### config.mk
export PLATFORM = sky130hd
export DESIGN_NAME = l2_tag_lookup
export DESIGN_NICKNAME = d
export VERILOG_FILES = /design/src/common/l2_pkg.sv /design/src/l2_pipeline/l2_tag_lookup.sv
export SDC_FILE = /design/constraint.sdc
export NUM_CORES = 2
export LEC_CHECK = 0
export ABC_CLOCK_PERIOD_IN_PS = 40400
export BUFFER_PORTS_ARGS = -buffer_cell sky130_fd_sc_hd__buf_2
export CAP_MARGIN = 40
export CORE_AREA = 2 2 494 496
export DETAILED_ROUTE_END_ITERATION = 8
export DIE_AREA = 0 0 496 498
export SLEW_MARGIN = 20
export SYNTH_ARGS = -nofsm -noshare
export SYNTH_HDL_FRONTEND = slang
export SYNTH_SLANG_ARGS = --single-unit
### constraint.sdc
create_clock -name clk -period 40.4 [get_ports clk]
set_input_delay 8.08 -clock clk [delete_from_list [all_inputs] [get_ports clk]]
set_output_delay 8.08 -clock clk [all_outputs]
set_load 0.03 [all_outputs]
### src/common/l2_pkg.sv
// Widths and line types shared by the L2 slice
// Operation codes, cache geometry and credit sizes
`default_nettype none

package l2_pkg;
	// One cache line and its byte enables
	typedef logic [511:0] line_t;
	typedef logic [63:0] mask_t;

	// Line address; the set index is its low four bits
	typedef logic [25:0] line_addr_t;
	typedef logic [3:0] set_t;
	typedef logic [1:0] way_t;

	// Data array index, way above set
	typedef logic [5:0] cache_index_t;

	typedef logic [1:0] strand_t;
	typedef logic [2:0] l2_op_t;

	// Request operations
	localparam l2_op_t L2REQ_LOAD = 3'b000;
	localparam l2_op_t L2REQ_STORE = 3'b001;
	localparam l2_op_t L2REQ_LOAD_SYNC = 3'b100;
	localparam l2_op_t L2REQ_STORE_SYNC = 3'b101;

	// Cache geometry
	localparam int NUM_SETS = 16;
	localparam int NUM_WAYS = 4;
	localparam int NUM_STRANDS = 4;

	// Flow control
	localparam int REQ_QUEUE_DEPTH = 4;
	localparam int RESP_CREDITS = 4;
endpackage

`default_nettype wire

### src/l2_pipeline/l2_tag_lookup.sv
// Tag lookup stage with per-set round-robin victims
// Keeps the synchronized-load links and issues system memory reads
`timescale 1ns/1ps
`default_nettype none

module l2_tag_lookup(
	input wire clk,
	input wire reset,
	input wire stall_pipeline,
	input wire q_valid,
	input wire l2_pkg::line_addr_t q_address,
	input wire l2_pkg::strand_t q_strand,
	input wire l2_pkg::l2_op_t q_op,
	input wire l2_pkg::line_t q_data,
	input wire l2_pkg::mask_t q_mask,
	output logic q_pop,
	output logic tl_valid,
	output l2_pkg::line_addr_t tl_address,
	output l2_pkg::strand_t tl_strand,
	output l2_pkg::l2_op_t tl_op,
	output l2_pkg::line_t tl_data,
	output l2_pkg::mask_t tl_mask,
	output logic tl_cache_hit,
	output l2_pkg::way_t tl_hit_way,
	output l2_pkg::way_t tl_fill_way,
	output logic tl_store_sync_success,
	output logic sm_read_valid,
	output l2_pkg::line_addr_t sm_read_address);

	import l2_pkg::*;

	typedef logic [$bits(line_addr_t) - $bits(set_t) - 1:0] tag_t;

	tag_t tag_array[NUM_SETS][NUM_WAYS];
	logic [NUM_WAYS - 1:0] line_valid[NUM_SETS];
	way_t victim_way[NUM_SETS];
	logic [NUM_STRANDS - 1:0] link_valid;
	line_addr_t link_address[NUM_STRANDS];
	set_t head_set;
	tag_t head_tag;
	logic head_hit;
	way_t head_hit_way;
	logic sync_success;
	logic clears_link;

	assign head_set = q_address[$bits(set_t) - 1:0];
	assign head_tag = q_address[$bits(line_addr_t) - 1:$bits(set_t)];
	assign q_pop = q_valid && !stall_pipeline;

	always_comb
	begin
		head_hit = 1'b0;
		head_hit_way = '0;
		for (int way = 0; way < NUM_WAYS; way++)
		begin
			if (line_valid[head_set][way] && tag_array[head_set][way] == head_tag)
			begin
				head_hit = 1'b1;
				head_hit_way = way_t'(way);
			end
		end
	end

	// Link must still be held by this strand for the same line
	assign sync_success = q_op == L2REQ_STORE_SYNC && link_valid[q_strand]
		&& link_address[q_strand] == q_address;
	assign clears_link = q_op == L2REQ_STORE || sync_success;

	always_ff @(posedge clk, posedge reset)
	begin
		if (reset)
		begin
			line_valid <= '{default: '0};
			victim_way <= '{default: '0};
			link_valid <= '0;
			tl_valid <= 1'b0;
			sm_read_valid <= 1'b0;
		end
		else if (!stall_pipeline)
		begin
			tl_valid <= q_pop;
			sm_read_valid <= q_pop && !head_hit;
			if (q_pop)
			begin
				if (!head_hit)
				begin
					line_valid[head_set][victim_way[head_set]] <= 1'b1;
					victim_way[head_set] <= victim_way[head_set] + 1'b1;
				end

				for (int strand = 0; strand < NUM_STRANDS; strand++)
				begin
					if (clears_link && link_address[strand] == q_address)
						link_valid[strand] <= 1'b0;
				end

				if (q_op == L2REQ_LOAD_SYNC)
					link_valid[q_strand] <= 1'b1;
			end
		end
	end

	always_ff @(posedge clk)
	begin
		if (!stall_pipeline)
		begin
			if (q_pop && !head_hit)
				tag_array[head_set][victim_way[head_set]] <= head_tag;

			if (q_pop && q_op == L2REQ_LOAD_SYNC)
				link_address[q_strand] <= q_address;

			tl_address <= q_address;
			tl_strand <= q_strand;
			tl_op <= q_op;
			tl_data <= q_data;
			tl_mask <= q_mask;
			tl_cache_hit <= head_hit;
			tl_hit_way <= head_hit_way;
			tl_fill_way <= victim_way[head_set];
			tl_store_sync_success <= sync_success;
			sm_read_address <= q_address;
		end
	end
endmodule

`default_nettype wire

Word-level counts from Yosys, hierarchy flattened
Memory sizes are Yosys's and may differ from the RTL's.
Index checks and enable logic that the tools add are counted.
{"block": "op_classes", "addsub": 1, "n_mul": 0, "div": 0, "n_lt_le_gt_ge": 8, "eq_ne": 12, "shift": 0, "n_mux": 44, "bitwise": 6, "reduce_logical": 23}
{"cell": "26-bit equality test", "n": 5}
{"cell": "22-bit equality test", "n": 4}
{"cell": "88-bit two-way mux", "n": 1}
{"cell": "64-bit bitwise OR", "n": 1}
{"cell": "22-bit demux with 2-bit select", "n": 1}
{"cell": "32-bit bitwise mux", "n": 1}
{"cell": "1-bit two-way mux", "n": 26}
{"cell": "22-bit two-way mux", "n": 1}
{"cell": "1-bit logical AND", "n": 17}
{"cell": "4-bit binary-select mux with 4-bit select", "n": 1}
{"cell": "4-bit demux with 4-bit select", "n": 1}
{"cell": "4-bit two-way mux", "n": 4}
{"cell": "2-bit binary-select mux with 4-bit select", "n": 1}
{"cell": "2-bit demux with 4-bit select", "n": 1}
{"cell": "3-bit equality test (second input constant)", "n": 2}
{"cell": "2-bit by 3-bit < comparator with 1-bit output (second input constant)", "n": 2}
{"cell": "2-bit two-way mux", "n": 3}
{"cell": "5-bit >= comparator (second input constant)", "n": 1}
{"cell": "5-bit by 1-bit < comparator with 1-bit output (second input constant)", "n": 1}
{"cell": "4-bit inverter with 5-bit output", "n": 1}
{"cell": "1-bit demux with 2-bit select", "n": 2}
{"cell": "2-bit by 1-bit >= comparator with 1-bit output (second input constant)", "n": 2}
{"cell": "4-bit bitwise OR", "n": 1}
{"cell": "3-bit by 1-bit equality test with 1-bit output (second input constant)", "n": 1}
{"cell": "11 further kinds", "n": 13}
{"block": "totals", "regBits": 715, "latchBits": 0, "mem_bits_rw": 1512, "mem_bits_ro": 0, "input_bits": 611, "wordCells": 141, "memories": 2}
{"memory": "tag_array", "words": 16, "word_bits": 88, "read_ports": 1, "rd_clocked_by_memory_dff": 0, "wr": 1, "line_no": "l2_tag_lookup.sv:34", "text": "tag_t tag_array[NUM_SETS][NUM_WAYS];"}
{"memory": "link_address", "words": 4, "word_bits": 26, "read_ports": 5, "rd_clocked_by_memory_dff": 0, "wr": 1, "line_no": "l2_tag_lookup.sv:38", "text": "line_addr_t link_address[NUM_STRANDS];"}

Longest topological paths before layout
{"block": "depth", "ltp_word": 14, "depth_mapped": 18, "depth_no_buf": 10}

Worst setup path before layout
Ideal clock, no wire load.
{"block": "synth_timing", "path_type": "input port to output port", "from": "input stall_pipeline", "to": "output q_pop", "arrival_time_ns": 22.236, "t_required_ns": 32.320, "slack_ns": 10.084, "path_stages": 3, "n_path_buf": 0, "cell_sequence": "inv_1 > nand2_1 > clkinv_1"}
{"block": "synth_between", "elab_chain_cells": 2}
{"element": "from (decl)", "line_no": "l2_tag_lookup.sv:9", "text": "input wire stall_pipeline,"}
{"element": "1-bit logical NOT"}
{"element": "1-bit logical AND", "line_no": "l2_tag_lookup.sv:48", "text": "assign q_pop = q_valid && !stall_pipeline;"}
{"element": "to (decl)", "line_no": "l2_tag_lookup.sv:16", "text": "output logic q_pop,"}
No other way between the ends.

Worst setup path in the final report
Same ends and word-level chain as after synthesis.

==> metrics.log <==
INFO  metric hold_path_depth = 1
INFO  metric fin_worst_skew = 67.16 ps
INFO  metric setup_viol = 0
INFO  metric primary_ff_master_synth = edfxtp_1
INFO  metric cts_sinks = 2227
INFO  metric worstPathRequired = 32320 ps
INFO  metric drtAntennaViolNets = 0
INFO  metric grt_usage = 35.26%
INFO  metric postSynthAreaPerCell = 21.41 µm²
INFO  metric core = 241900 µm²
INFO  metric worst_setup_hold_path_clk_slew = 60 ps
INFO  metric timing.slew.headroom = 26.62%
INFO  metric pin_count_of_the_biggest_net_entering_global_routing = 160
INFO  metric cts_root_buffer_type = clkbuf_16
INFO  metric grt_pass1_wl = 542700 µm
INFO  metric period_needed = 18080 ps
INFO  metric cts-htree-levels = 4
INFO  metric signed_area_change_from_the_synthesized_netlist_to_the_final_layout = 23.05%
INFO  metric synth_warnings = 0
INFO  metric final.fill_count = 21330
INFO  metric cts-hold-fix-buffers = 0
INFO  metric floorplan.rows = 181
INFO  metric cp.arrival = 10000 ps
INFO  metric start_kind = input port
INFO  metric post_synth_instance_area = 84530 µm²
INFO  metric dieWidth = 496 µm
INFO  metric post-place-ws = 22270 ps
INFO  metric cts_setup_buffers = 0
INFO  metric timing.final.crit_share = 44.75%
INFO  metric category_of_the_critical_setup_timing_path = in2out
INFO  metric drt_iter0_markers = 9636
INFO  metric setup_total_negative_slack = 0 ps
INFO  metric total_detailed_routing_wirelength = 446100 µm
INFO  metric fin_nets = 6025
INFO  metric end_kind = output port
INFO  metric numCtsBuffers = 234
INFO  metric maxCapViolCount = 0
INFO  metric gp_routability_congestion = 1.144
INFO  metric netlist.top_cell.by_area = edfxtp_1
INFO  metric largest_buffer_count_on_any_clock_path = 3
INFO  metric timing_worst_slew_pin_value = 1101 ps
INFO  metric tritoncts_clock_tree = yes
INFO  metric yosysTopAreaCellShare = 75.49%
INFO  metric ys_types = 77
INFO  metric vias_in_the_first_global_route = 46560
INFO  metric worst_r2r_path_depth = 10
INFO  metric synth-seq-cells = 2227
INFO  metric final-seq-area = 66360 µm²
INFO  metric vias_per_cell = 5.832
INFO  metric yosys-top-cells-area = edfxtp_1 (75%), mux4_2 (9.1%), dfrtp_1 (3.0%)
INFO  metric antenna_found_initial = 269
INFO  metric total_die_area = 247000 µm²
INFO  metric clock_latency_reported_for_the_late_side_of_the_worst_skew_pair = 910 ps
INFO  metric detail_route.wl_per_cell = 49.42 µm
INFO  metric drive_gt1_share = 39.59%
INFO  metric detail_route.drc_violations = 0
INFO  metric yosysSeqAreaShare = 78.51%
INFO  metric peak_fanout_along_the_critical_path = 85
INFO  metric power_frac_seq = 50.1%
INFO  metric grt_overflow_total = 0
INFO  metric syn_inst = 3948
INFO  metric min_to = line_valid[22]
INFO  metric hold_path.startpoint = line_valid[22]
INFO  metric postPlaceCellArea = 95270 µm²
INFO  metric p_sw_share = 27.43%
INFO  metric power_density = 53.27 nW/µm²
INFO  metric worst_r2r_startpoint = tag_array[5][9]
INFO  metric clock.fmax = 55.31 MHz
INFO  metric stdcell_area = 104000 µm²
INFO  metric postcts_resize_cnt = 0
INFO  metric post-route-worst-setup-slack = 22320 ps
INFO  metric dp_hpwl = 345400 µm
INFO  metric r2r_end = tag_array[4][35]
INFO  metric routed-via-count = 52640
INFO  metric path_type_of_the_worst_min_delay_path = reg2reg
INFO  metric vdd_drop_max = 0.00004548 V
INFO  metric p_comb_share = 10.1%
INFO  metric multi_input_area = 16760 µm²
INFO  metric synthesized_nets = 4563
INFO  metric hold_viol_final = 0
INFO  metric synth-edff-count = 2125
INFO  metric rrSetupSlack = 35250 ps
INFO  metric dr.pass1.iters = 5
INFO  metric rsz0062_at_grt = false
INFO  metric clkPwrFrac = 39.8%
INFO  metric die_h = 498 µm
INFO  metric effective_utilization_at_floorplan = 34.95%
INFO  metric cellInternalPower = 4.021 mW
INFO  metric timing_max_transition_violations_final = 0
INFO  metric p_sw = 1.520 mW
INFO  metric boundaryPins = 1253
INFO  metric async_flop_share = 4.580%
INFO  metric result_of_the_run = finished, final reports clean
INFO  metric total_leakage_power = 37.02 nW
INFO  metric portBuffers = 1252
==> synth_stat cells, drive strengths merged (3+ instances only) <==
library cell,number
a211o,4
a211oi,12
o31ai,5
buf,172
a21oi,35
nor2,31
nor4,14
mux4,341
a221oi,22
dfrtp,102
clkbuf,41
nand4,29
nand2,82
a22o,14
xor2,48
nand2b,6
a32oi,3
a31oi,9
a22oi,44
o221ai,7
nor3b,3
mux2,51
ha,4
mux2i,208
o21ai,33
clkinv,5
edfxtp,2125
o2111ai,6
a21o,49
xnor2,188
nor4b,10
a2111oi,9
and3,26
and2,61
nor3,11
inv,19
nand3,23
o211ai,6
o22ai,27
and4,6
or2,21
nor2b,13
==> cells by family after synthesis <==
| kind of cell | share of synthesized area [%] |
|---|---|
| buffers and inverters | 1.729 |
| multiplexers | 12.30 |
| AO/OA/AOI/OAI | 2.587 |
| adder cells (fa/ha/maj) | 0.05921 |
| flip-flops | 78.51 |
| AND/OR/NAND/NOR | 2.370 |
| XOR/XNOR | 2.445 |
==> worst max-delay path: stages <==
cell,delay (ps)
buf_2,160
inv_8,520
nand2_1,470
clkinv_1,450
buf_2,280
==> power groups by stage <==
stage	registers (mW)	logic [mW]	clock network (mW)
floorplan	2.81	0.182	0
global placement	2.82	0.527	0
detailed placement	2.81	0.543	0
CTS	2.77	0.546	2.23
global route	2.77	0.572	2.31
finish	2.77	0.561	2.20
==> worst max-delay path by stage <==
stage / from / end / slack (ps) / cells after the start
6_report: stall_pipeline / q_pop / 22320 / 5
2_1_floorplan: stall_pipeline / q_pop / 10080 / 3
5_1_grt: stall_pipeline / q_pop / 22280 / 5
3_3_place_gp: stall_pipeline / q_pop / 22280 / 5
4_1_cts: stall_pipeline / q_pop / 22260 / 5
3_5_place_dp: stall_pipeline / q_pop / 22270 / 5
==> state kept, by name (all words and copies together) (netlist names), 3 cells and up <==
name / cells
link_address: 104
tl_op: 3
tl_address: 26
line_valid: 64
tl_data: 512
victim_way: 32
tag_array: 1408
link_valid: 4
tl_mask: 64
==> through the flow <==
step / instances / hold WS, ps / total power, mW / util [%]
floorplan: 3948 / 422.6 / 2.990 / -
global placement: 8328 / 432.2 / 3.344 / 39.14
detailed placement: 8357 / 439.1 / 3.352 / 39.39
CTS: 8793 / 452.7 / 5.540 / 42.61
global route: 8855 / 467.3 / 5.649 / 42.82
finish: 9027 / 451.7 / 5.541 / 43.00
==> routing by layer <==
layer  GRT usage [%]  vias to the layer above  routed length (µm)
li1                -                    19290                   -
met1           50.15                    28310              183800
met2           47.96                     4294              182300
met3           16.90                      651               65770
met4           8.780                      100               13390
met5           1.429                        -                 800
==> layout by cell type, fill, tap and decap left out, types with 17 or more instances in the layout <==
cell and n:
clkbuf_1 45, clkinv_2 43, nand4_1 29, or2_1 20, a21oi_1 35, a221oi_1 17, buf_16 23, buf_2 1230
mux4_2 341, xnor2_1 188, bufinv_16 22, nand3_1 23, a22oi_1 44, nor2_1 27, edfxtp_1 2125, o21ai_0 29
o22ai_1 27, dfrtp_1 102, and3_1 18, diode_2 215, and2_1 56, mux2i_1 208, mux2_2 26, clkbuf_16 238
xor2_1 48, nand2_1 82, buf_4 156, a21o_1 49, clkinv_1 42
==> cell type report <==
class                   count  area share, %
flip-flops and latches   2227          63.81
multi-input cells        1484          16.12
repair buffers           1439          8.110
clock buffers             290          5.949
well taps                3202          3.852
clock inverters           146          1.551
diodes                    215         0.5173
inverters                  24        0.09985
Note: power is estimated with default switching activity, not from simulation.
