File: src/common/l2_pkg.sv
// Widths and line types shared by the L2 slice
// Operation codes, cache geometry and credit sizes
`default_nettype none

package l2_pkg;
	// One cache line and its byte enables
	typedef logic [511:0] line_t;
	typedef logic [63:0] mask_t;

	// Line address; the set index is its low four bits
	typedef logic [25:0] line_addr_t;
	typedef logic [3:0] set_t;
	typedef logic [1:0] way_t;

	// Data array index, way above set
	typedef logic [5:0] cache_index_t;

	typedef logic [1:0] strand_t;
	typedef logic [2:0] l2_op_t;

	// Request operations
	localparam l2_op_t L2REQ_LOAD = 3'b000;
	localparam l2_op_t L2REQ_STORE = 3'b001;
	localparam l2_op_t L2REQ_LOAD_SYNC = 3'b100;
	localparam l2_op_t L2REQ_STORE_SYNC = 3'b101;

	// Cache geometry
	localparam int NUM_SETS = 16;
	localparam int NUM_WAYS = 4;
	localparam int NUM_STRANDS = 4;

	// Flow control
	localparam int REQ_QUEUE_DEPTH = 4;
	localparam int RESP_CREDITS = 4;
endpackage

`default_nettype wire

File: src/logic/l2_response_unit.sv
// Response registers and response credit counter
// Derives the pipeline stall and writes stores through to memory
`timescale 1ns/1ps
`default_nettype none

module l2_response_unit(
	input wire clk,
	input wire reset,
	input wire wr_l2req_valid,
	input wire l2_pkg::line_addr_t wr_l2req_address,
	input wire l2_pkg::strand_t wr_l2req_strand,
	input wire l2_pkg::l2_op_t wr_l2req_op,
	input wire wr_cache_hit,
	input wire wr_store_sync_success,
	input wire l2_pkg::line_t wr_data,
	input wire resp_credit,
	output logic stall_pipeline,
	output logic resp_valid,
	output l2_pkg::line_addr_t resp_address,
	output l2_pkg::strand_t resp_strand,
	output l2_pkg::l2_op_t resp_op,
	output logic resp_hit,
	output logic resp_sync_success,
	output l2_pkg::line_t resp_data,
	output logic sm_write_valid,
	output l2_pkg::line_addr_t sm_write_address,
	output l2_pkg::line_t sm_write_data);

	import l2_pkg::*;

	typedef logic [$clog2(RESP_CREDITS + 1) - 1:0] credit_count_t;

	credit_count_t credit_count;
	logic departing;
	logic write_through;

	// Hold everything while a finished request has nowhere to go
	assign stall_pipeline = wr_l2req_valid && credit_count == '0;
	assign departing = wr_l2req_valid && !stall_pipeline;
	assign write_through = wr_l2req_op == L2REQ_STORE
		|| (wr_l2req_op == L2REQ_STORE_SYNC && wr_store_sync_success);

	always_ff @(posedge clk, posedge reset)
	begin
		if (reset)
		begin
			credit_count <= credit_count_t'(RESP_CREDITS);
			resp_valid <= 1'b0;
			sm_write_valid <= 1'b0;
		end
		else
		begin
			resp_valid <= departing;
			sm_write_valid <= departing && write_through;
			if (departing && !resp_credit)
				credit_count <= credit_count - 1'b1;
			else if (resp_credit && !departing)
				credit_count <= credit_count + 1'b1;
		end
	end

	always_ff @(posedge clk)
	begin
		if (departing)
		begin
			resp_address <= wr_l2req_address;
			resp_strand <= wr_l2req_strand;
			resp_op <= wr_l2req_op;
			resp_hit <= wr_cache_hit;
			resp_sync_success <= wr_store_sync_success;
			resp_data <= wr_data;
			sm_write_address <= wr_l2req_address;
			sm_write_data <= wr_data;
		end
	end
endmodule

`default_nettype wire

File: config.mk
export PLATFORM = sky130hd
export DESIGN_NAME = l2_response_unit
export DESIGN_NICKNAME = d
export VERILOG_FILES = /design/src/common/l2_pkg.sv /design/src/logic/l2_response_unit.sv
export SDC_FILE = /design/constraint.sdc
export NUM_CORES = 1
export LEC_CHECK = 0
export ABC_CLOCK_PERIOD_IN_PS = 15500
export BUFFER_PORTS_ARGS = -buffer_cell sky130_fd_sc_hd__buf_4
export CORE_AREA = 2 2 639 641
export CTS_CLUSTER_SIZE = 14
export DETAILED_ROUTE_END_ITERATION = 7
export DIE_AREA = 0 0 641 643
export SLEW_MARGIN = 0
export SYNTH_ARGS = -nofsm -noshare
export SYNTH_HDL_FRONTEND = slang
export SYNTH_SLANG_ARGS = --single-unit
export TNS_END_PERCENT = 100
File: constraint.sdc
create_clock -name clk -period 15.5 [get_ports clk]
set_clock_uncertainty 0.05 [all_clocks]
set_input_delay 4.65 -clock clk [delete_from_list [all_inputs] [get_ports clk]]
set_output_delay 4.65 -clock clk [all_outputs]
set_load 0.05 [all_outputs]
# [Word-level counts from Yosys, hierarchy flattened]
# Index checks and enable logic that the tools add are counted.
# W data, S select, Z words.
[totals] reg_bits=550 input_bits=549
[op_classes] add_sub_neg=2 n_eq_ne=2 n_mux=2 reduce_logical=12
[ops] cell="$logic_and A1 B1 Y1" count=6
[ops] cell="$mux W3" count=2
[ops] cell="$add A3 B1 Y3 const B" count=1
[ops] cell="$eq A3 B1 Y1 const B" count=1
[ops] cell="$eq A3 B3 Y1 const B" count=1
[ops] cell="$logic_not A1 Y1" count=3
[ops] cell="$logic_not A3 Y1" count=1
[ops] cell="$sub A3 B1 Y3 const B" count=1
[ops] cell="$reduce_bool A2 Y1" count=1
[ops] cell="$logic_or A1 B1 Y1" count=1

# [Longest topological paths before layout]
# Gate-level depths: netlist (run 1).
[logic_depth] word_depth=8 ltp_mapped=8 ltp_nobuf=8

# [Least setup slack after synthesis (run 1)]
# Ideal clock, no wire load.
[synth_path] path_kind="input-to-reg" from="in wr_l2req_valid" to="reg credit_count[2]" setup_ns=0.075 arrival_ns=20.872 required_time_ns=15.375 setup_slack_ns=-5.496 cell_stages=7 n_path_buf=0 cell_sequence="nor2b_2 > ha_1 > inv_1 > fa_1 > xor2_1 > nor2_1 > xor2_1"
[synth_between] elab_chain_cells=6 elab_cells_between_ends=8 cone_classes="mux: 1; reduce/logical: 7"
[synth_rtl] item="from (decl)" line_no="l2_response_unit.sv:9" source="input wire wr_l2req_valid,"
[synth_rtl] item="$logic_and A1 B1 Y1" line_no="l2_response_unit.sv:38" source="assign stall_pipeline = wr_l2req_valid && credit_count == '0;"
[synth_rtl] item="$logic_not A1 Y1" line_no="l2_response_unit.sv:39" source="assign departing = wr_l2req_valid && !stall_pipeline;"
[synth_rtl] item="$logic_and A1 B1 Y1 *" line_no="l2_response_unit.sv:39"
[synth_rtl] item="$logic_not A1 Y1" line_no="l2_response_unit.sv:57" source="else if (resp_credit && !departing)"
[synth_rtl] item="$logic_and A1 B1 Y1" line_no="l2_response_unit.sv:57"
[synth_rtl] item="$reduce_bool A2 Y1 (no line)"
[synth_rtl] item="to (signal assigned)" line_no="l2_response_unit.sv:47" source="credit_count <= credit_count_t'(RESP_CREDITS);"
[synth_rtl] item="to (signal assigned)" line_no="l2_response_unit.sv:56" source="credit_count <= credit_count - 1'b1;"
[synth_rtl] item="to (signal assigned)" line_no="l2_response_unit.sv:58" source="credit_count <= credit_count + 1'b1;"
[synth_rtl] item="to (decl)" line_no="l2_response_unit.sv:33" source="credit_count_t credit_count;"
# Every way passes the cells marked *; elsewhere a longest branch is shown, timed or not.
# A chain may end at the register's enable or synchronous reset.

# [Worst setup path after layout (run 1)]
[layout_path] from="in wr_l2req_valid" to="out stall_pipeline"
[layout_between] elab_chain_cells=1
[layout_rtl] item="$logic_and A1 B1 Y1" line_no="l2_response_unit.sv:38"
[layout_rtl] item="to (decl)" line_no="l2_response_unit.sv:17" source="output logic stall_pipeline,"
# Every way passes these cells.

==> impl_metrics.csv, run 1 <==
group,metric,value,unit
outcome,status,"completed",
worst_setup_path,cp_top_family,"buffers and inverters",
sta,max-slew-margin-rel,29.6,%
sta,slew_viol_final,0,
drt,vias_per_cell,2.12,
sta,final_period_minus_worst_setup_slack,9.93,ns
power,p_int,3.65,mW
sta,tightestPinTransition,1.06,ns
floorplan,fp.coreArea,405000,sq um
layout,final_core_utilization,9.52,%
worst_setup_path,required,10.80,ns
synthesis,yosysTopAreaCell,"sky130_fd_sc_hd__edfxtp_1",
power,clock_power_share,27.3,%
layout,drive_gt1_share,75.2,%
power,total_switching_power,3.42,mW
layout,layout.area.seq,16500,sq um
layout,layout.cells.most_common,"sky130_fd_sc_hd__buf_4",
layout,multi_input_area,120,sq um
synthesis,synth.ff_latch_count,550,
flow_run,maxCapViolCount,0,
cts,cts-resized-gates,0,
drt,detail_route.drc_violations,0,
power,combinationalPowerShare,42.5,%
worst_setup_path,crit_path_launch_type,"input port",
cts,numClockSinks,550,
drt,top_layer_used,"met5",
synthesis,syn_nets,1656,
layout,layout.cells.most_common_list,"sky130_fd_sc_hd__buf_4 (1642), sky130_fd_sc_hd__edfxtp_1 (545), sky130_fd_sc_hd__clkbuf_16 (85), sky130_fd_sc_hd__clkinv_1 (14), sky130_fd_sc_hd__clkinvlp_4 (13)",
power,power.static_leakage,14.6,nW
grt,grt_pass1_vias,15100,
cts,worst_setup_hold_path_clk_slew,0.07,ns
sta,fmax,0.101,GHz
floorplan,boundaryPins,1635,
worst_setup_path,crit_path_cell_trace,"buf_4 -> and2_2 -> buf_4",
grt,grt_antenna_before_repair,321,
sta,finalHoldViolations,0,
cts,numCtsBuffers,84,
sta,setup_viol,0,
cts,hold_buffers,0,
synthesis,cell_count_after_synthesis,1105,
sta,finalCritPeriodShare,64.1,%
worst_setup_path,worst-path-max-fanout,2,
grt,grt_overflow_total,0,
drt,detailroute.wirelength.met3,64600,microns
floorplan,fp.dieArea,412000,sq um
cts,ctsRootBufferMaster,"sky130_fd_sc_hd__clkbuf_16",
drt,first_iter_violations,1633,
synthesis,synth.lib_cells_used.distinct,16,
sta,fin_worst_hold_slack,0.479,ns
synthesis,post_synth_instance_area,20700,sq um
worst_setup_path,cp-end-kind,"output pin",
floorplan,placementRows,234,
floorplan,initial_core_util,5.10,%
place,place.gp.congestion,1.28,
drt,antenna_left,0,
worst_setup_path,arrival_time_at_the_worst_endpoint,5.23,ns
sta,rsz0062_at_grt,"false",
place,place.detailed.hpwl,293000,microns
power,p_sw_share,48.4,%
drt,met2WireLength,147000,microns
cts,htree_levels,3,
hold_path,hold_class,"flip-flop to flip-flop",
floorplan,dieWidth,641,microns
power,peakVddDrop,0.000106,V
worst_setup_path,cp_slowest_stage_delay,0.22,ns
cts,post_cts_buffers,0,
layout,layout_nets,2847,
drt,vias,16700,
power,p_seq_share,30.2,%
grt,pin_count_of_the_biggest_net_entering_global_routing,138,
synthesis,yosys.area.top_type_share,79.2,%
drt,finalWirelength,315000,microns
layout,syn_to_final_growth,86.7,%
drt,drt_pre_antenna_iters,5,
floorplan,y_dimension_of_the_die,643,microns
place,port-buffer-count,1634,
worst_setup_path,timing.critical_path.buf_inv,2,
layout,final.fill_count,46600,
cts,worstSkewPairLatency,0.81,ns
synthesis,synth_area_per_cell,18.7,sq um
grt,globalRouteTotalUtil,14.7,%
cts,cts_tree,"built",
sta,tns,0,ns
grt,global_route_wire_length_before_repair,347000,microns
drt,wl_per_cell,40.1,microns
synthesis,synth_warn,0,
drt,wl_met1,89800,microns
synthesis,synth.area.top_cells,"sky130_fd_sc_hd__edfxtp_1 (79%), sky130_fd_sc_hd__buf_4 (20%), sky130_fd_sc_hd__dfrtp_1 (0.48%), sky130_fd_sc_hd__dfstp_2 (0.13%), sky130_fd_sc_hd__fa_1 (0.097%)",
worst_setup_path,cell_repeated_most_along_the_worst_path,"sky130_fd_sc_hd__buf_4",
worst_setup_path,setup.worst_path.class,"input port to output pin",
synthesis,synth.yosys.seq_area_share,79.8,%
cts,clk_path_buf_depth,4,
power,cellPowerDensity,183,nW/um^2
worst_setup_path,crit_slowest_cell,"sky130_fd_sc_hd__buf_4",
[routing by layer]
metal	up-vias	GRT usage [%]
met5	-	0.585
met4	180	4.13
met3	770	13.9
met2	1922	24.6
met1	7898	12.3
li1	5911	-
[power groups by stage]
stage | clock network (mW) | logic [mW] | registers, mW
6_report | 1.93 | 3.00 | 2.13
5_1_grt | 2.05 | 3.10 | 2.15
4_1_cts | 2.02 | 3.09 | 2.14
3_5_place_dp | 0 | 3.09 | 2.16
3_3_place_gp | 0 | 3.09 | 2.15
2_1_floorplan | 0 | 1.13 | 2.90
[Yosys cell counts]
library cell and count:
sky130_fd_sc_hd__dfstp_2 1, sky130_fd_sc_hd__xnor2_1 1, sky130_fd_sc_hd__and4b_1 1, sky130_fd_sc_hd__and2_2 1
sky130_fd_sc_hd__fa_1 1, sky130_fd_sc_hd__buf_4 538, sky130_fd_sc_hd__edfxtp_1 545, sky130_fd_sc_hd__xor2_1 2
sky130_fd_sc_hd__inv_1 5, sky130_fd_sc_hd__ha_1 1, sky130_fd_sc_hd__nand2b_1 1, sky130_fd_sc_hd__nor2_1 1
sky130_fd_sc_hd__mux2i_1 1, sky130_fd_sc_hd__nor2b_2 1, sky130_fd_sc_hd__nor3_2 1, sky130_fd_sc_hd__dfrtp_1 4
[metrics by stage]
step           power [mW]  setup WS (ns)  instances  cell area, sq um
5_1_grt              7.31           5.54       7814             38500
3_3_place_gp         5.24           5.56       7638             35800
4_1_cts              7.25           5.55       7785             38400
6_report             7.06           5.57       7865             38600
2_1_floorplan        4.03          0.945       1105             20700
3_5_place_dp         5.25           5.55       7638             35800
[registers in the layout, summed over array words and instances (netlist names)]
name / cells
resp_op: 3
resp_valid: 1
sm_write_valid: 1
sm_write_address: 26
credit_count: 3
resp_sync_success: 1
sm_write_data: 512
resp_strand: 2
resp_hit: 1
[cells by family (layout without fill, tap and decap cells)]
family	Yosys count	in the layout	synth area share (%)
XOR/XNOR	3	3	0.127
adder cells (fa/ha/maj)	2	2	0.157
buffers and inverters	543	1795	19.6
flip-flops	550	550	79.8
multiplexers	1	1	0.0484
other	0	80	0
AND/OR/NAND/NOR	6	6	0.224
[path summary, 6_finish.rpt]
kind	startpoint	end	slack, ns	cells after the start
worst min register to register	credit_count[0]	credit_count[0]	0.48	1
worst min-delay path	credit_count[0]	credit_count[0]	0.48	1
max in group asynchronous	reset	sm_write_valid	11.14	2
min in group asynchronous	reset	resp_valid	3.86	2
worst max register to register	credit_count[2]	sm_write_data[78]	12.14	5
worst max-delay path	wr_l2req_valid	stall_pipeline	5.57	3
[cell type report]
type                    count  share of cell area (%)
inverters                   5                  0.0486
well taps                5428                    17.6
repair buffers           1643                    32.0
clock buffers              92                    5.58
clock inverters            55                    1.21
multi-input cells          12                   0.311
diodes                     80                   0.519
flip-flops and latches    550                    42.7
Power figures use the tool's default switching activity.
==> inputs of run 2 (changes only) <==
Settings changed: ABC_CLOCK_PERIOD_IN_PS 15500 to 9400.
Clock period 15.5 ns to 9.4 ns, I/O delays scaled along.
==> run 2 against run 1 <==
Effect of this change:
- combinational power increased by 65%
- sequential share of layout area shrank 0.11 points
- clock power up 70%
- register-to-register slack worse by 5.7 ns
- hold slack got worse by 0.011 ns
==> impl_metrics.csv, run 2 (same netlist as run 1, synthesis figures left out) <==
group,metric,value,unit
sta,rsz0062_at_grt,"false",
worst_setup_path,setup.worst_path.class,"input port to output pin",
layout,final.fill_count,46600,
sta,fmax,0.162,GHz
power,clock_power_share,28.0,%
floorplan,placementRows,234,
drt,wl_per_cell,40.3,microns
worst_setup_path,cp_slowest_stage_delay,0.19,ns
floorplan,y_dimension_of_the_die,643,microns
drt,detail_route.drc_violations,0,
cts,worst_setup_hold_path_clk_slew,0.06,ns
sta,tightestPinTransition,1.12,ns
worst_setup_path,crit_slowest_cell,"sky130_fd_sc_hd__and2_2",
place,place.detailed.hpwl,293000,microns
drt,finalWirelength,317000,microns
place,dpl_worst_slack,3.19,ns
layout,largest_register_ff_count,512,
worst_setup_path,cell_repeated_most_along_the_worst_path,"sky130_fd_sc_hd__buf_4",
power,power.static_leakage,14.6,nW
flow_run,maxCapViolCount,0,
cts,cts-resized-gates,0,
worst_setup_path,reg2reg_slack,6.46,ns
outcome,status,"completed",
layout,layout.cells.most_common_list,"sky130_fd_sc_hd__buf_4 (1637), sky130_fd_sc_hd__edfxtp_1 (545), sky130_fd_sc_hd__clkbuf_16 (87), sky130_fd_sc_hd__inv_6 (14), sky130_fd_sc_hd__clkinv_1 (11)",
sta,final_period_minus_worst_setup_slack,6.19,ns
place,place.gp.congestion,1.31,
grt,global_route_wire_length_before_repair,348000,microns
hold_path,min_to,"credit_count[0]",
drt,antenna_left,0,
cts,numClockSinks,550,
sta,max-slew-margin-rel,25.4,%
hold_path,hold_class,"flip-flop to flip-flop",
hold_path,worstHoldStart,"credit_count[0]",
cts,htree_levels,3,
worst_setup_path,cp-end-kind,"output pin",
worst_setup_path,reg2reg_depth,4,
worst_setup_path,crit_path_launch_type,"input port",
cts,ctsRootBufferMaster,"sky130_fd_sc_hd__clkbuf_16",
power,p_int,6.09,mW
drt,drt_pre_antenna_iters,5,
floorplan,boundaryPins,1635,
worst_setup_path,worst-path-max-fanout,2,
sta,fin_worst_hold_slack,0.468,ns
cts,cts_tree,"built",
sta,finalCritPeriodShare,65.9,%
power,combinationalPowerShare,42.2,%
sta,finalHoldViolations,0,
cts,numCtsBuffers,85,
cts,hold_buffers,0,
grt,grt_pass1_vias,14900,
hold_path,min_delay_path_depth,1,
layout,final_core_utilization,9.55,%
grt,grt_overflow_total,0,
floorplan,dieWidth,641,microns
sta,layout_setup_ws,3.21,ns
worst_setup_path,required,6.53,ns
layout,biggestRegsByFlops,"sm_write_data: 512 flops, sm_write_address: 26 flops",
layout,layout.cells.most_common,"sky130_fd_sc_hd__buf_4",
layout,drive_gt1_share,75.4,%
floorplan,fp.coreArea,405000,sq um
cts,worstSkewPairLatency,0.80,ns
floorplan,initial_core_util,5.10,%
floorplan,fp.dieArea,412000,sq um
drt,vias,16600,
worst_setup_path,regToRegEndpoint,"sm_write_data[90]",
layout,layout_nets,2846,
worst_setup_path,crit_path_cell_trace,"buf_4 -> and2_2 -> buf_4",
worst_setup_path,r2r_start,"credit_count[2]",
power,peakVddDrop,0.000207,V
cts,clk_path_buf_depth,4,
layout,syn_to_final_growth,87.2,%
drt,vias_per_cell,2.11,
power,cellPowerDensity,303,nW/um^2
cts,post_cts_buffers,0,
grt,pin_count_of_the_biggest_net_entering_global_routing,122,
grt,globalRouteTotalUtil,14.8,%
power,p_sw_share,48.1,%
layout,registers.top_by_ff_count,"sm_write_data",
place,port-buffer-count,1634,
power,p_seq_share,29.8,%
grt,grt_antenna_before_repair,332,
power,total_switching_power,5.65,mW
sta,slew_viol_final,0,
worst_setup_path,arrival_time_at_the_worst_endpoint,3.32,ns
drt,first_iter_violations,1700,
sta,setup_viol,0,
-- run 2: changes by cell type in the layout (fill, tap and decap cells not counted), moves of 2 or more --
| cell | change |
|---|---|
| sky130_fd_sc_hd__inv_6 | +7 |
| sky130_fd_sc_hd__buf_4 | -5 |
| sky130_fd_sc_hd__clkinvlp_4 | -5 |
| sky130_fd_sc_hd__clkinv_2 | -4 |
| sky130_fd_sc_hd__buf_12 | +3 |
| sky130_fd_sc_hd__clkinv_1 | -3 |
| sky130_fd_sc_hd__clkbuf_16 | +2 |
| sky130_fd_sc_hd__diode_2 | +2 |
-- run 2: layout make-up --
type / instances / area (sq um) / area share [%]
well taps: 5428 / 6790 / 17.6
inverters: 5 / 18.8 / 0.0485
multi-input cells: 12 / 123 / 0.317
clock inverters: 51 / 487 / 1.26
clock buffers: 94 / 2200 / 5.69
repair buffers: 1641 / 12400 / 32.0
diodes: 82 / 205 / 0.530
flip-flops and latches: 550 / 16500 / 42.6
-- run 2: critical path, delay by kind of cell --
kind          cells  cell delay (ns)
buf+inv           2             0.31
simple gates      1             0.19
-- run 2: routing by layer --
layer | wire (microns) | vias up | track usage, %
met5 | 1740 | - | 0.853
met4 | 10100 | 188 | 3.83
met3 | 66000 | 748 | 14.0
met2 | 150000 | 1908 | 24.7
met1 | 89700 | 7862 | 12.4
li1 | - | 5916 | -
-- run 2: power by group through the flow --
stage                     logic (mW)  clock network (mW)  registers, mW
after floorplan                 1.86                   0           4.79
after global placement          5.10                   0           3.53
after detailed placement        5.10                   0           3.54
after CTS                       5.10                3.47           3.50
after global routing            5.12                3.51           3.53
final                           4.95                3.29           3.50
-- run 2: how the worst max path moves through the flow --
stage / start / end / slack, ns / cells past startpoint
2_1_floorplan: wr_l2req_valid / credit_count[2] / -3.24 / 7
3_3_place_gp: wr_l2req_valid / stall_pipeline / 3.19 / 3
3_5_place_dp: wr_l2req_valid / stall_pipeline / 3.19 / 3
4_1_cts: wr_l2req_valid / stall_pipeline / 3.19 / 3
5_1_grt: wr_l2req_valid / stall_pipeline / 3.19 / 3
6_report: wr_l2req_valid / stall_pipeline / 3.21 / 3
-- run 2: per-stage QoR --
step | std cells | area [sq um] | setup TNS, ns | total power [mW]
floorplan | 1105 | 20700 | -1140.51 | 6.64
global placement | 7636 | 35800 | 0 | 8.63
detailed placement | 7636 | 35800 | 0 | 8.64
CTS | 7781 | 38500 | 0 | 12.1
global route | 7821 | 38600 | 0 | 12.2
finish | 7863 | 38700 | 0 | 11.7
